==> config.mk <==
export PLATFORM = sky130hd
export DESIGN_NAME = amo_alu
export DESIGN_NICKNAME = d
export VERILOG_FILES = /design/src/rtl/amo_pkg.sv /design/src/rtl/tcdm_pkg.sv /design/src/rtl/amo_alu.sv
export SDC_FILE = /design/constraint.sdc
export NUM_CORES = 1
export LEC_CHECK = 0
export BUFFER_PORTS_ARGS = -buffer_cell sky130_fd_sc_hd__buf_2
export CORE_MARGIN = 2
export CORE_UTILIZATION = 45
export DETAILED_ROUTE_END_ITERATION = 8
export PLACE_DENSITY = 0.68
export SETUP_SLACK_MARGIN = 0.4
export SLEW_MARGIN = 40
export SYNTH_ARGS = -nofsm -noshare
export SYNTH_HDL_FRONTEND = slang
export SYNTH_SLANG_ARGS = --single-unit
==> constraint.sdc <==
create_clock -name vclk -period 7.9
set_clock_uncertainty 0.2 [all_clocks]
set_input_delay 1.58 -clock vclk [all_inputs]
set_output_delay 1.58 -clock vclk [all_outputs]
set_load 0.01 [all_outputs]
==> src/rtl/amo_pkg.sv <==
// Atomic opcodes and adapter states.
// Codes 10 to 15 exist on the bus but are not atomics here;
// such requests behave as plain loads or stores.
package amo_pkg;

  // ------------------------------
  // Atomic opcodes
  // ------------------------------
  // Encoding as seen on the request amo field
  typedef enum logic [3:0] {
    AmoNone = 4'h0,
    AmoSwap = 4'h1,
    AmoAdd  = 4'h2,
    AmoAnd  = 4'h3,
    AmoOr   = 4'h4,
    AmoXor  = 4'h5,
    AmoMax  = 4'h6,
    AmoMaxu = 4'h7,
    AmoMin  = 4'h8,
    AmoMinu = 4'h9
  } amo_op_e;

  // ------------------------------
  // Adapter FSM
  // ------------------------------
  // Idle serves loads, stores and the read half of an atomic
  // DoAmo owns the SRAM port for the write-back cycle
  typedef enum logic {
    Idle,
    DoAmo
  } adapter_state_e;

endpackage

==> src/rtl/tcdm_pkg.sv <==
// Widths and bus types shared by the TCDM bank and its adapter.
// One bank of BankWords 32-bit words, word-addressed by address bits 9..2.
// Address bits above the bank index are ignored by the bank.
package tcdm_pkg;

  // ------------------------------
  // Widths
  // ------------------------------
  localparam int unsigned AddrWidth    = 32;
  localparam int unsigned DataWidth    = 32;
  localparam int unsigned BeWidth      = DataWidth / 8;
  localparam int unsigned MetaWidth    = 8;
  localparam int unsigned AmoWidth     = 4;
  localparam int unsigned BankWords    = 256;
  localparam int unsigned BankIdxWidth = $clog2(BankWords);
  // Byte offset within a word, skipped when indexing the bank
  localparam int unsigned ByteOffWidth = $clog2(BeWidth);

  typedef logic [AddrWidth-1:0]    addr_t;
  typedef logic [DataWidth-1:0]    data_t;
  typedef logic [BeWidth-1:0]      be_t;
  typedef logic [MetaWidth-1:0]    meta_t;
  typedef logic [AmoWidth-1:0]     amo_code_t;
  typedef logic [BankIdxWidth-1:0] bank_idx_t;

  // ------------------------------
  // Bus structs
  // ------------------------------
  // Request from the requester, raw atomic code as sent on the bus
  typedef struct packed {
    addr_t     addr;
    amo_code_t amo;
    logic      write;
    data_t     wdata;
    be_t       be;
    meta_t     meta;
  } tcdm_req_t;

  // Load or AMO response, meta is echoed back unchanged
  typedef struct packed {
    data_t rdata;
    meta_t meta;
  } tcdm_rsp_t;

  // Single-cycle SRAM command
  typedef struct packed {
    logic      req;
    logic      write;
    bank_idx_t idx;
    data_t     wdata;
    be_t       be;
  } mem_req_t;

endpackage

==> src/rtl/amo_alu.sv <==
// Combinational AMO ALU.
// old_i is the word read from memory, operand_i the request write data.
// One adder serves add and the four min/max compares.
// AmoNone leaves the memory word unchanged.
`timescale 1ns/1ps

module amo_alu
  import tcdm_pkg::*;
  import amo_pkg::*;
(
  input  amo_op_e op_i,
  input  data_t   old_i,
  input  data_t   operand_i,
  output data_t   result_o
);

  // Two guard bits so the subtraction sign never overflows
  logic [DataWidth+1:0] adder_a;
  logic [DataWidth+1:0] adder_b;
  logic [DataWidth+1:0] adder_sum;
  logic                 do_sub;
  logic                 do_sext;
  logic                 old_lt;

  // ------------------------------
  // Shared adder
  // ------------------------------
  always_comb begin
    do_sub  = op_i inside {AmoMax, AmoMaxu, AmoMin, AmoMinu};
    // Signed compare needs sign extension, unsigned gets zeros
    do_sext = op_i inside {AmoMax, AmoMin};

    adder_a = {{2{do_sext & old_i[DataWidth-1]}}, old_i};
    adder_b = {{2{do_sext & operand_i[DataWidth-1]}}, operand_i};
    // Subtract as a + ~b + 1
    if (do_sub) begin
      adder_b = ~adder_b;
    end
  end

  assign adder_sum = adder_a + adder_b + {{(DataWidth+1){1'b0}}, do_sub};
  // Negative difference means old word below operand
  assign old_lt    = adder_sum[DataWidth+1];

  // ------------------------------
  // Result select
  // ------------------------------
  always_comb begin
    unique case (op_i)
      AmoSwap: result_o = operand_i;
      AmoAdd:  result_o = adder_sum[DataWidth-1:0];
      AmoAnd:  result_o = old_i & operand_i;
      AmoOr:   result_o = old_i | operand_i;
      AmoXor:  result_o = old_i ^ operand_i;
      AmoMax,
      AmoMaxu: result_o = old_lt ? operand_i : old_i;
      AmoMin,
      AmoMinu: result_o = old_lt ? old_i : operand_i;
      default: result_o = old_i;
    endcase
  end

endmodule

Word-level counts from Yosys, hierarchy flattened --
Index checks and enable logic that the tools add are counted.
Storage, ports and cells: register bits 0, input bits 68, output and inout port bits 32, logic and storage cells 25
Operators by class: $add $sub $neg 2, equal/unequal tests 9, multiplexer cells 4, bitwise logic cells 6, reduce and logical (&&, ||, !) cells 4
Operators with widths (number):
- one-hot mux 32 bit (7 select lines) | 1
- two-way mux 32 bit | 2
- adder 34 x 1 -> 34 bit | 1
- adder 34 bit | 1
- two-way mux 34 bit | 1
- NOT 34 bit | 1
- bitwise AND 32 bit | 1
- OR 32 bit | 1
- XOR 32 bit | 1
- equality test 4 x 3 -> 1 bit (second input constant) | 4
- equality test 4 x 2 -> 1 bit (second input constant) | 2
- equality test 4 bit (second input constant) | 2
- equality test 4 x 1 -> 1 bit (second input constant) | 1
- nonzero test 4 bit | 1
- OR reduction 2 bit | 2
- bitwise AND 1 bit | 2
- nonzero test 2 bit | 1

Longest topological paths before layout --
Gate-level depths: netlist of the first run.
word-level depth 9, gate-level depth with buffers 18, depth with buffers taken out 14

Worst setup path before layout of the first run --
OpenSTA, ideal clock, no wires.
path kind input-to-output, start input port op_i[3], end output port result_o[29], arrival time 5.285 ns, required time 6.120 ns, slack 0.835 ns, stages 17, path buffers 5, path through buf_4 or3b_1 buf_4 and2_1 clkbuf_1 clkbuf_1 xnor2_1 ha_1 a21oi_1 o21ai_0 a221oi_1 a21bo_2 a31oi_4 mux2i_2 buf_6 a221oi_2 a32oi_1
Between the ends: word-level cells in the longest chain between the ends 9, elaborated cells between the ends (all ways) 22, those cells by class add/sub (2); eq/ne (9); mux (4); bitwise (3); reduce/logical (4)
RTL lines:
- from (decl) | line amo_alu.sv:11 | input amo_op_e op_i,
- equality test 4 x 3 -> 1 bit or equality test 4 bit (tied branches) | line amo_alu.sv:29, amo_alu.sv:31, amo_alu.sv:49
- nonzero test 2 bit | line amo_alu.sv:31 | do_sext = op_i inside {AmoMax, AmoMin};
- bitwise AND 1 bit | line amo_alu.sv:34 | adder_b = {{2{do_sext & operand_i[DataWidth-1]}}, operand_i};
- NOT 34 bit | line amo_alu.sv:37 | adder_b = ~adder_b;
- two-way mux 34 bit | line amo_alu.sv:36 | if (do_sub) begin
- adder 34 bit | line amo_alu.sv:41 | assign adder_sum = adder_a + adder_b + {{(DataWidth+1){1'b0}}, do_sub};
- adder 34 x 1 -> 34 bit | line amo_alu.sv:41
- two-way mux 32 bit, on equally long branches | line amo_alu.sv:58, amo_alu.sv:56
- one-hot mux 32 bit (7 select lines) (*) | line amo_alu.sv:49 | unique case (op_i)
- to (decl) | line amo_alu.sv:14 | output data_t result_o
Every way passes the cells marked *; elsewhere a longest branch is shown, timed or not.

Worst setup path after layout of the first run --
start input port op_i[3], end output port result_o[16]
The elaborated chain is that of the path after synthesis.

==> insert_results.sql, run 1 <==
INSERT INTO impl_metrics (metric_group, metric, value, unit) VALUES
('critical_path', 'cp-startpoint', 'op_i[3]', ''),
('min_path', 'hold_crit_path_type', 'in -> out', ''),
('flow_run', 'maxCapViolations', '0', ''),
('routing', 'detailedRoute.firstIterationViolations', '330', ''),
('sta', 'hold_viol', '0', ''),
('placed_design', 'dp_worst_setup_slack', '0.437', 'ns'),
('synth', 'synth_area', '4540', 'sq um'),
('clocking', 'cts-hold-fix-buffers', '0', ''),
('placed_design', 'port_buffers', '100', ''),
('die', 'design.core.area', '9770', 'sq um'),
('critical_path', 'critical_path_class', 'in -> out', ''),
('finish', 'drive_gt1_frac', '0.190', ''),
('finish', 'num-nets-final', '901', ''),
('critical_path', 'critPathLaunchType', 'input port', ''),
('sta', 'rsz0062_at_grt', 'yes', ''),
('sta', 'tns', '0', 'ns'),
('finish', 'n_clock_buffer', '0', ''),
('routing', 'drt_pre_antenna_iters', '6', ''),
('global_route', 'grt.total_usage', '0.257', ''),
('die', 'i_o_pin_count', '100', ''),
('global_route', 'overflow', '0', ''),
('global_route', 'grt_antenna_before_repair', '0', ''),
('synth', 'synthTopCellsByArea', 'sky130_fd_sc_hd__ha_1, sky130_fd_sc_hd__xnor2_1, sky130_fd_sc_hd__a21oi_1', ''),
('sta', 'timing_max_transition_violations_final', '0', ''),
('placed_design', 'dpl.hpwl', '11500', 'um'),
('finish', 'layout.area.seq', '0', 'sq um'),
('synth', 'most_frequent_cell_after_synthesis', 'sky130_fd_sc_hd__ha_1', ''),
('outcome', 'run_status', 'complete, no violations', ''),
('placed_design', 'detailed_place.area', '5190', 'sq um'),
('die', 'initial_core_util', '0.465', ''),
('critical_path', 'worstPathArrival', '5.46', 'ns'),
('sta', 'timing.final.crit_share', '0.917', ''),
('finish', 'final.fill_count', '975', ''),
('synth', 'synth_sequential_area_ratio', '0', ''),
('finish', 'area_delta_synth_final', '14.5', '%'),
('synth', 'syn-mean-instance-area', '6.96', 'sq um'),
('finish', 'final_core_util', '0.532', ''),
('global_route', 'grt_start_max_net_pins', '28', ''),
('power_and_ir_drop', 'power_leakage', '2.50', 'nW'),
('global_route', 'grt_pass1_wl', '24100', 'um'),
('synth', 'yosysTopAreaCell', 'sky130_fd_sc_hd__ha_1', ''),
('critical_path', 'worst-endpoint-required', '6.12', 'ns'),
('power_and_ir_drop', 'irDropWorstVdd', '0.0000374', 'V'),
('placed_design', 'routabilityCongestion', '0.943', ''),
('routing', 'drt_wl_total', '14900', 'um'),
('critical_path', 'worstSetupEndpointType', 'primary output', ''),
('routing', 'drc', '0', ''),
('sta', 'worst_slack', '0.657', 'ns'),
('min_path', 'hold_path.startpoint', 'operand_i[21]', ''),
('power_and_ir_drop', 'pwr_density_cell', '89.7', 'nW/um^2'),
('critical_path', 'timing.critical_path.fanout_max', '20', ''),
('synth', 'synth_top_cells_by_count', 'sky130_fd_sc_hd__ha_1, sky130_fd_sc_hd__inv_1, sky130_fd_sc_hd__a21oi_1', ''),
('sta', 'worst_slew_pin_slew', '0.709', 'ns'),
('finish', 'sequential_cells', '0', ''),
('routing', 'detail-route-antenna-nets', '0', ''),
('finish', 'final_cell_area', '5200', 'sq um'),
('die', 'die_footprint', '10900', 'sq um'),
('sta', 'count_of_endpoints_failing_setup_in_the_final_report', '0', ''),
('sta', 'fmax', '138', 'MHz'),
('finish', 'n_antenna_cell', '0', ''),
('global_route', 'vias_in_the_first_global_route', '5151', ''),
('sta', 'tightest_slew_margin_relative_to_the_limit', '0.527', ''),
('die', 'fp.dieH', '104', 'um'),
('synth', 'postSynthNetCount', '819', ''),
('sta', 'final_critical_path_time_including_i_o_delays_and_setup', '7.24', 'ns'),
('routing', 'vias_per_cell', '6.10', ''),
('synth', 'yosys_warnings', '0', ''),
('finish', 'multi_input_comb_area', '4160', 'sq um'),
('routing', 'via_count', '5280', ''),
('sta', 'hold_ws', '3.31', 'ns'),
('die', 'die_w', '104', 'um'),
('synth', 'yosysUniqueCellTypes', '63', ''),
('die', 'placement_row_count', '36', ''),
('synth', 'synthesis.instances', '653', ''),
('routing', 'route.detailed.wl_per_inst', '17.2', 'um'),
('synth', 'synth.top_cell.area_share', '0.267', '');
## area by class of cell
| type | count | area share |
|---|---|---|
| multi-input combinational | 546 | 0.799 |
| tap | 133 | 0.0320 |
| inverter | 73 | 0.0527 |
| timing repair buffer | 114 | 0.116 |
## final timing paths
| kind | endpoint | depth (start not counted) |
|---|---|---|
| worst min-delay path | result_o[21] | 4 |
| worst max-delay path | result_o[16] | 16 |
## repair_timing
action / CTS / global route
gates resized for setup: 0 / 3
buffers inserted: 0 / 0
setup endpoints to repair: 0 / 32
## per-stage QoR
stage                     power [mW]  instances
after floorplan                0.320        653
after global placement         0.443        866
after detailed placement       0.456        866
after CTS                      0.459        866
after global routing           0.514        866
final                          0.466        866
## critical path, stage by stage
cell and delay, ns:
sky130_fd_sc_hd__buf_2 0.16, sky130_fd_sc_hd__or3b_1 0.51, sky130_fd_sc_hd__and2_4 0.32, sky130_fd_sc_hd__buf_4 0.24, sky130_fd_sc_hd__xnor2_1 0.14, sky130_fd_sc_hd__ha_1 0.40, sky130_fd_sc_hd__and4_1 0.25, sky130_fd_sc_hd__nand3_1 0.18
sky130_fd_sc_hd__o31a_1 0.35, sky130_fd_sc_hd__a21oi_2 0.22, sky130_fd_sc_hd__a31oi_4 0.08, sky130_fd_sc_hd__mux2i_2 0.20, sky130_fd_sc_hd__buf_4 0.23, sky130_fd_sc_hd__a221oi_1 0.33, sky130_fd_sc_hd__a22oi_1 0.10, sky130_fd_sc_hd__buf_2 0.16
## metal layers
| metal | global-route usage | share of wire | vias up |
|---|---|---|---|
| met4 | 0.0734 | 0.017 | 0 |
| met3 | 0.0169 | 0.053 | 19 |
| met2 | 0.463 | 0.49 | 172 |
| met1 | 0.326 | 0.44 | 2521 |
| li1 | - | - | 2568 |
| met5 | 0 | 0 | - |
## layout by cell type, fill, tap and decap left out, drive strengths merged, types with 7 or more instances in the layout
cell type,instances
buf,114
ha,97
inv,73
a21oi,68
nand2,53
o21ai,51
xnor2,44
a221oi,39
nor2,36
o211ai,18
nand3,15
nand4,12
xor2,12
a22oi,11
nand2b,10
nor3,7
## report_power, final
group	internal (mW)	switching, mW	total, mW
logic	0.188	0.278	0.466
clock network	0	0	0
registers	0	0	0
## cell families after synthesis
family                     count (synthesis)  synth area share
muxes                                      2           0.00523
AOI/OAI and AO/OA                        239             0.366
adders and majority gates                 98             0.272
buffers and inverters                    107            0.0928
and+or+nand+nor                          151             0.156
xor gates and xnor gates                  56             0.108
Power figures use the tool's default switching activity.
==> run 2: changes to the inputs <==
--- a/config.mk
+++ b/config.mk
@@ -9,6 +9,7 @@
 export CORE_MARGIN = 2
 export CORE_UTILIZATION = 45
 export DETAILED_ROUTE_END_ITERATION = 8
+export MAX_ROUTING_LAYER = met4
 export PLACE_DENSITY = 0.68
 export SETUP_SLACK_MARGIN = 0.4
 export SLEW_MARGIN = 40
==> run 2 against run 1 <==
Net effect:
- first-iteration DRC count up 17%
- combinational power about the same
- final area increased by 0.12%
- global-route usage down 0.10 points
- largest cell class unchanged
- largest power group unchanged
- count of clock-buffer cells in the layout unchanged
- highest routed layer unchanged
==> insert_results.sql, run 2 (synthesis gave the netlist of run 1 again) <==
INSERT INTO impl_metrics (metric_group, metric, value, unit) VALUES
('sta', 'rsz0062_at_grt', 'no', ''),
('die', 'i_o_pin_count', '100', ''),
('routing', 'detailedRoute.firstIterationViolations', '385', ''),
('sta', 'timing.final.crit_share', '0.915', ''),
('finish', 'num-nets-final', '901', ''),
('finish', 'final.fill_count', '993', ''),
('routing', 'drc', '0', ''),
('finish', 'n_clock_buffer', '0', ''),
('global_route', 'grt.total_usage', '0.256', ''),
('sta', 'timing_max_transition_violations_final', '0', ''),
('critical_path', 'worst_path_largest_cell_delay', '0.51', 'ns'),
('flow_run', 'maxCapViolations', '0', ''),
('placed_design', 'port_buffers', '100', ''),
('placed_design', 'routabilityCongestion', '0.956', ''),
('die', 'placement_row_count', '36', ''),
('global_route', 'grt_pass1_wl', '23700', 'um'),
('die', 'fp.dieH', '104', 'um'),
('sta', 'final_critical_path_time_including_i_o_delays_and_setup', '7.23', 'ns'),
('finish', 'multi_input_comb_area', '4160', 'sq um'),
('critical_path', 'critical-path-top-delay-family', 'simple AND/OR/NAND/NOR gates', ''),
('placed_design', 'dpl.hpwl', '11300', 'um'),
('sta', 'tightest_slew_margin_relative_to_the_limit', '0.522', ''),
('die', 'die_w', '104', 'um'),
('finish', 'layout_commonest_cell', 'sky130_fd_sc_hd__buf_2', ''),
('sta', 'tns', '0', 'ns'),
('routing', 'vias_per_cell', '6.16', ''),
('critical_path', 'cp-startpoint', 'op_i[3]', ''),
('critical_path', 'path_buf_inv', '4', ''),
('die', 'die_footprint', '10900', 'sq um'),
('die', 'design.core.area', '9770', 'sq um'),
('finish', 'layout.area.seq', '0', 'sq um'),
('critical_path', 'worstPathCellList', 'buf_2 -> or3b_1 -> and2_4 -> buf_4 -> xnor2_1 -> ha_1 -> and4_1 -> nand3_1 -> nor3_1 -> a31oi_4 -> mux2i_2 -> buf_4 -> a221oi_1 -> a22oi_1 -> buf_2', ''),
('sta', 'fmax', '138', 'MHz'),
('routing', 'drt_wl_total', '14600', 'um'),
('finish', 'layout.cells.most_common_list', 'sky130_fd_sc_hd__buf_2, sky130_fd_sc_hd__ha_1, sky130_fd_sc_hd__inv_1, sky130_fd_sc_hd__a21oi_1, sky130_fd_sc_hd__nand2_1', ''),
('critical_path', 'timing.critical_path.fanout_max', '20', ''),
('critical_path', 'worstPathArrival', '5.45', 'ns'),
('global_route', 'grt_antenna_before_repair', '0', ''),
('clocking', 'post_cts_setup_driven_buffer_insertion_count', '0', ''),
('finish', 'sequential_cells', '0', ''),
('sta', 'hold_viol', '0', ''),
('placed_design', 'detailed_place.area', '5190', 'sq um'),
('die', 'initial_core_util', '0.465', ''),
('routing', 'detail-route-antenna-nets', '0', ''),
('finish', 'area_delta_synth_final', '14.6', '%'),
('outcome', 'run_status', 'complete, no violations', ''),
('global_route', 'vias_in_the_first_global_route', '5099', ''),
('power_and_ir_drop', 'pwr_density_cell', '89.8', 'nW/um^2'),
('sta', 'count_of_endpoints_failing_setup_in_the_final_report', '0', ''),
('critical_path', 'critPathLaunchType', 'input port', ''),
('finish', 'n_antenna_cell', '0', ''),
('critical_path', 'critical_path_class', 'in -> out', ''),
('critical_path', 'timing.critical_path.slowest_stage_cell', 'sky130_fd_sc_hd__or3b_1', ''),
('min_path', 'hold_path.startpoint', 'operand_i[21]', ''),
('sta', 'worst_slew_pin_slew', '0.717', 'ns'),
('routing', 'drt_pre_antenna_iters', '5', ''),
('global_route', 'overflow', '0', ''),
('global_route', 'grt_start_max_net_pins', '28', ''),
('min_path', 'hold_crit_path_type', 'in -> out', ''),
('critical_path', 'worstSetupEndpointType', 'primary output', ''),
('finish', 'final_cell_area', '5210', 'sq um'),
('critical_path', 'worst-endpoint-required', '6.12', 'ns'),
('power_and_ir_drop', 'power_leakage', '2.50', 'nW'),
('power_and_ir_drop', 'irDropWorstVdd', '0.0000382', 'V'),
('finish', 'drive_gt1_frac', '0.191', ''),
('routing', 'route.detailed.wl_per_inst', '16.8', 'um'),
('clocking', 'cts-hold-fix-buffers', '0', ''),
('routing', 'via_count', '5331', '');
[run 2: cell counts in the layout (fill, tap and decap cells not counted)]
No cell type changed its count.
[run 2: what timing repair did]
action	4_1_cts	5_1_grt
pin swaps	0	0
setup endpoints to repair	1	10
endpoints found under the hold margin	0	0
gates resized for setup	1	3
[run 2: worst paths after layout]
path	slack (ns)	end	cells after the start
worst max-delay path	0.67	result_o[16]	15
worst min-delay path	3.31	result_o[21]	4
[run 2: through the flow]
stage / power, mW / setup WS (ns) / hold WS, ns / std cells / util
global placement: 0.444 / 0.597 / 3.32 / 866 / 0.530
floorplan: 0.320 / 0.835 / 3.08 / 653 / -
CTS: 0.459 / 0.580 / 3.32 / 866 / 0.531
finish: 0.468 / 0.674 / 3.31 / 866 / 0.533
detailed placement: 0.455 / 0.404 / 3.32 / 866 / 0.531
global route: 0.513 / 0.433 / 3.34 / 866 / 0.533
[run 2: routing by layer]
layer  global-route usage  wire length, um  up-vias
met5                    -                0        -
met4               0.0647              227        0
met3              0.00815              733       25
met2                0.439             7120      208
met1                0.331             6500     2524
li1                     -                -     2574
[run 2: report_power, final]
part / leakage, nW / switching, mW / internal (mW) / total [mW]
combinational: 2.50 / 0.279 / 0.188 / 0.468
clock: 0 / 0 / 0 / 0
sequential: 0 / 0 / 0 / 0
[run 2: layout make-up]
cell class | count | area share
multi-input cells | 546 | 0.799
repair buffers | 114 | 0.116
inverters | 73 | 0.0526
well taps | 133 | 0.0320
[run 2: tightest hold or removal path, delay by kind of cell]
kind	cells	cell delay, ns
buf+inv	2	0.24
simple gates	2	0.10
==> run 3: changes to the inputs <==
--- a/config.mk
+++ b/config.mk
@@ -10,7 +10,7 @@
 export CORE_UTILIZATION = 45
 export DETAILED_ROUTE_END_ITERATION = 8
 export MAX_ROUTING_LAYER = met4
-export PLACE_DENSITY = 0.68
+export PLACE_DENSITY = 0.71
 export SETUP_SLACK_MARGIN = 0.4
 export SLEW_MARGIN = 40
 export SYNTH_ARGS = -nofsm -noshare
==> constraint.sdc (replaced) <==
create_clock -name vclk -period 5.8
set_clock_uncertainty 0.2 [all_clocks]
set_input_delay 1.16 -clock vclk [all_inputs]
set_output_delay 1.16 -clock vclk [all_outputs]
set_load 0.01 [all_outputs]
==> run 3 against run 2 <==
Net effect:
- the flow now finishes with violations (negative setup slack)
- final area is 27% higher
- count of clock-buffer cells in the layout did not move
- global-route usage grew 2.7 points
- via count up 11%
- largest cell class unchanged
- largest power group unchanged
==> insert_results.sql, run 3 (synthesis gave the netlist of run 1 again) <==
INSERT INTO impl_metrics (metric_group, metric, value, unit) VALUES
('outcome', 'run_status', 'finished, violations left', ''),
('outcome', 'violations', 'negative setup slack', ''),
('finish', 'drive_gt1_frac', '0.372', ''),
('sta', 'count_of_endpoints_failing_setup_in_the_final_report', '24', ''),
('min_path', 'hold_crit_path_type', 'in -> out', ''),
('routing', 'detailedRoute.firstIterationViolations', '385', ''),
('finish', 'n_clock_buffer', '0', ''),
('finish', 'count_of_non_filler_cells_in_the_finished_layout', '972', ''),
('finish', 'layout.cells.most_common_list', 'sky130_fd_sc_hd__buf_4, sky130_fd_sc_hd__buf_2, sky130_fd_sc_hd__ha_1, sky130_fd_sc_hd__inv_1, sky130_fd_sc_hd__a21oi_1', ''),
('power_and_ir_drop', 'pwr_density_cell', '133', 'nW/um^2'),
('power_and_ir_drop', 'switching_share', '0.527', ''),
('die', 'die_footprint', '10900', 'sq um'),
('sta', 'hold_ws', '2.47', 'ns'),
('finish', 'final_cell_area', '6610', 'sq um'),
('sta', 'worst_slew_pin_slew', '0.542', 'ns'),
('critical_path', 'critical_path_class', 'in -> out', ''),
('placed_design', 'detailed_place.area', '5880', 'sq um'),
('power_and_ir_drop', 'power.net_switching', '464', 'uW'),
('power_and_ir_drop', 'clock_power_share', '0', ''),
('sta', 'rsz0062_at_grt', 'yes', ''),
('power_and_ir_drop', 'power.sequential.fraction', '0', ''),
('finish', 'final.fill_count', '804', ''),
('global_route', 'grt_pass1_wl', '25900', 'um'),
('finish', 'layout.area.seq', '0', 'sq um'),
('finish', 'multi_input_comb_area', '4610', 'sq um'),
('routing', 'route.detailed.wl_per_inst', '16.9', 'um'),
('die', 'placement_row_count', '36', ''),
('die', 'initial_core_util', '0.465', ''),
('routing', 'detail-route-antenna-nets', '0', ''),
('placed_design', 'place_inst', '944', ''),
('power_and_ir_drop', 'power.share.combinational', '1.000', ''),
('finish', 'num-nets-final', '1007', ''),
('routing', 'drt_pre_antenna_iters', '7', ''),
('critical_path', 'path_buf_inv', '5', ''),
('placed_design', 'routabilityCongestion', '0.985', ''),
('critical_path', 'worstSetupEndpointType', 'primary output', ''),
('sta', 'tns', '-0.879', 'ns'),
('die', 'die_w', '104', 'um'),
('routing', 'drt_wl_total', '16500', 'um'),
('global_route', 'grt.total_usage', '0.282', ''),
('critical_path', 'worstPathArrival', '4.53', 'ns'),
('critical_path', 'worstPathCellList', 'buf_6 -> or3b_4 -> and2_4 -> buf_6 -> xnor2_2 -> ha_1 -> nand2_2 -> nor2_4 -> a221oi_2 -> a21bo_2 -> a31oi_4 -> mux2i_4 -> buf_6 -> buf_6 -> a221oi_2 -> a32oi_2 -> buf_2', ''),
('global_route', 'grt_antenna_before_repair', '0', ''),
('finish', 'sequential_cells', '0', ''),
('critical_path', 'cell_repeated_most_along_the_worst_path', 'sky130_fd_sc_hd__buf_6', ''),
('global_route', 'vias_in_the_first_global_route', '5713', ''),
('die', 'i_o_pin_count', '100', ''),
('global_route', 'overflow', '0', ''),
('die', 'design.core.area', '9770', 'sq um'),
('critical_path', 'critPathLaunchType', 'input port', ''),
('power_and_ir_drop', 'power_leakage', '3.18', 'nW'),
('critical_path', 'worst_path_largest_cell_delay', '0.41', 'ns'),
('min_path', 'min_path_cells', '4', ''),
('sta', 'fmax', '170', 'MHz'),
('critical_path', 'critical-path-top-delay-family', 'compound AO/OA/AOI/OAI gates', ''),
('finish', 'area_delta_synth_final', '45.4', '%'),
('sta', 'hold_viol', '0', ''),
('sta', 'tightest_slew_margin_relative_to_the_limit', '0.639', ''),
('finish', 'final_core_util', '0.676', ''),
('sta', 'timing.final.crit_share', '1.02', ''),
('sta', 'worst_slack', '-0.0887', 'ns'),
('placed_design', 'port_buffers', '100', ''),
('min_path', 'hold_path.startpoint', 'old_i[19]', ''),
('sta', 'final_critical_path_time_including_i_o_delays_and_setup', '5.89', 'ns'),
('global_route', 'grt_start_max_net_pins', '42', ''),
('finish', 'n_antenna_cell', '0', ''),
('flow_run', 'maxCapViolations', '0', ''),
('placed_design', 'dpl.hpwl', '11900', 'um'),
('die', 'fp.dieH', '104', 'um'),
('critical_path', 'timing.critical_path.slowest_stage_cell', 'sky130_fd_sc_hd__or3b_4', ''),
('power_and_ir_drop', 'irDropWorstVdd', '0.0000590', 'V'),
('sta', 'timing_max_transition_violations_final', '0', ''),
('min_path', 'hold-path-endpoint', 'result_o[19]', ''),
('routing', 'via_count', '5902', ''),
('critical_path', 'worst-endpoint-required', '4.44', 'ns'),
('power_and_ir_drop', 'internal-power', '417', 'uW'),
('finish', 'layout_commonest_cell', 'sky130_fd_sc_hd__buf_4', ''),
('routing', 'vias_per_cell', '6.07', ''),
('routing', 'drc', '0', ''),
('critical_path', 'timing.critical_path.fanout_max', '8', '');
==> run 3: worst min-delay path, cell delays in order <==
cell and delay, ns:
sky130_fd_sc_hd__buf_2 0.11, sky130_fd_sc_hd__o21ai_1 0.06, sky130_fd_sc_hd__nand3_1 0.05, sky130_fd_sc_hd__buf_2 0.12
==> run 3: how the worst max path moves through the flow <==
stage                         to  slack, ns  depth (start not counted)    start
finish              result_o[29]      -0.09                         17  op_i[2]
global route        result_o[21]      -0.19                         17  op_i[2]
CTS                 result_o[29]      0.004                         16  op_i[1]
detailed placement   result_o[7]      -0.17                         15  op_i[2]
global placement    result_o[29]      -0.08                         17  op_i[1]
floorplan           result_o[13]      -0.11                         17  op_i[3]
==> run 3: layout make-up <==
class / count / area share
well taps: 133 / 0.0252
repair buffers: 219 / 0.236
multi-input cells: 547 / 0.697
inverters: 73 / 0.0415
==> run 3: per-stage QoR <==
stage          setup slack (ns)  power [mW]
2_1_floorplan            -0.107       0.454
3_3_place_gp            -0.0754       0.721
3_5_place_dp             -0.170       0.739
4_1_cts                 0.00378       0.793
5_1_grt                  -0.192       0.953
6_report                -0.0887       0.880
==> run 3: per-layer routing <==
metal / vias to the layer above / wire (um) / track usage / part of all wire
met4: 0 / 516 / 0.103 / 0.031
li1: 2784 / - / - / -
met3: 53 / 1070 / 0.0163 / 0.065
met2: 235 / 8010 / 0.485 / 0.49
met5: - / 0 / - / 0
met1: 2830 / 6870 / 0.349 / 0.42
==> run 3: what timing repair did <==
item | CTS | global route
gates resized for setup | 40 | 64
buffers inserted | 13 | 11
endpoints found under the setup margin | 32 | 32
gates cloned | 2 | 2
pin swaps | 22 | 47
hold buffers | 0 | 0
==> run 3: power groups by stage <==
| stage | Combinational (mW) | Sequential [mW] | Clock (mW) |
|---|---|---|---|
| finish | 0.880 | 0 | 0 |
| global route | 0.953 | 0 | 0 |
| CTS | 0.793 | 0 | 0 |
| detailed placement | 0.739 | 0 | 0 |
| global placement | 0.721 | 0 | 0 |
| floorplan | 0.454 | 0 | 0 |
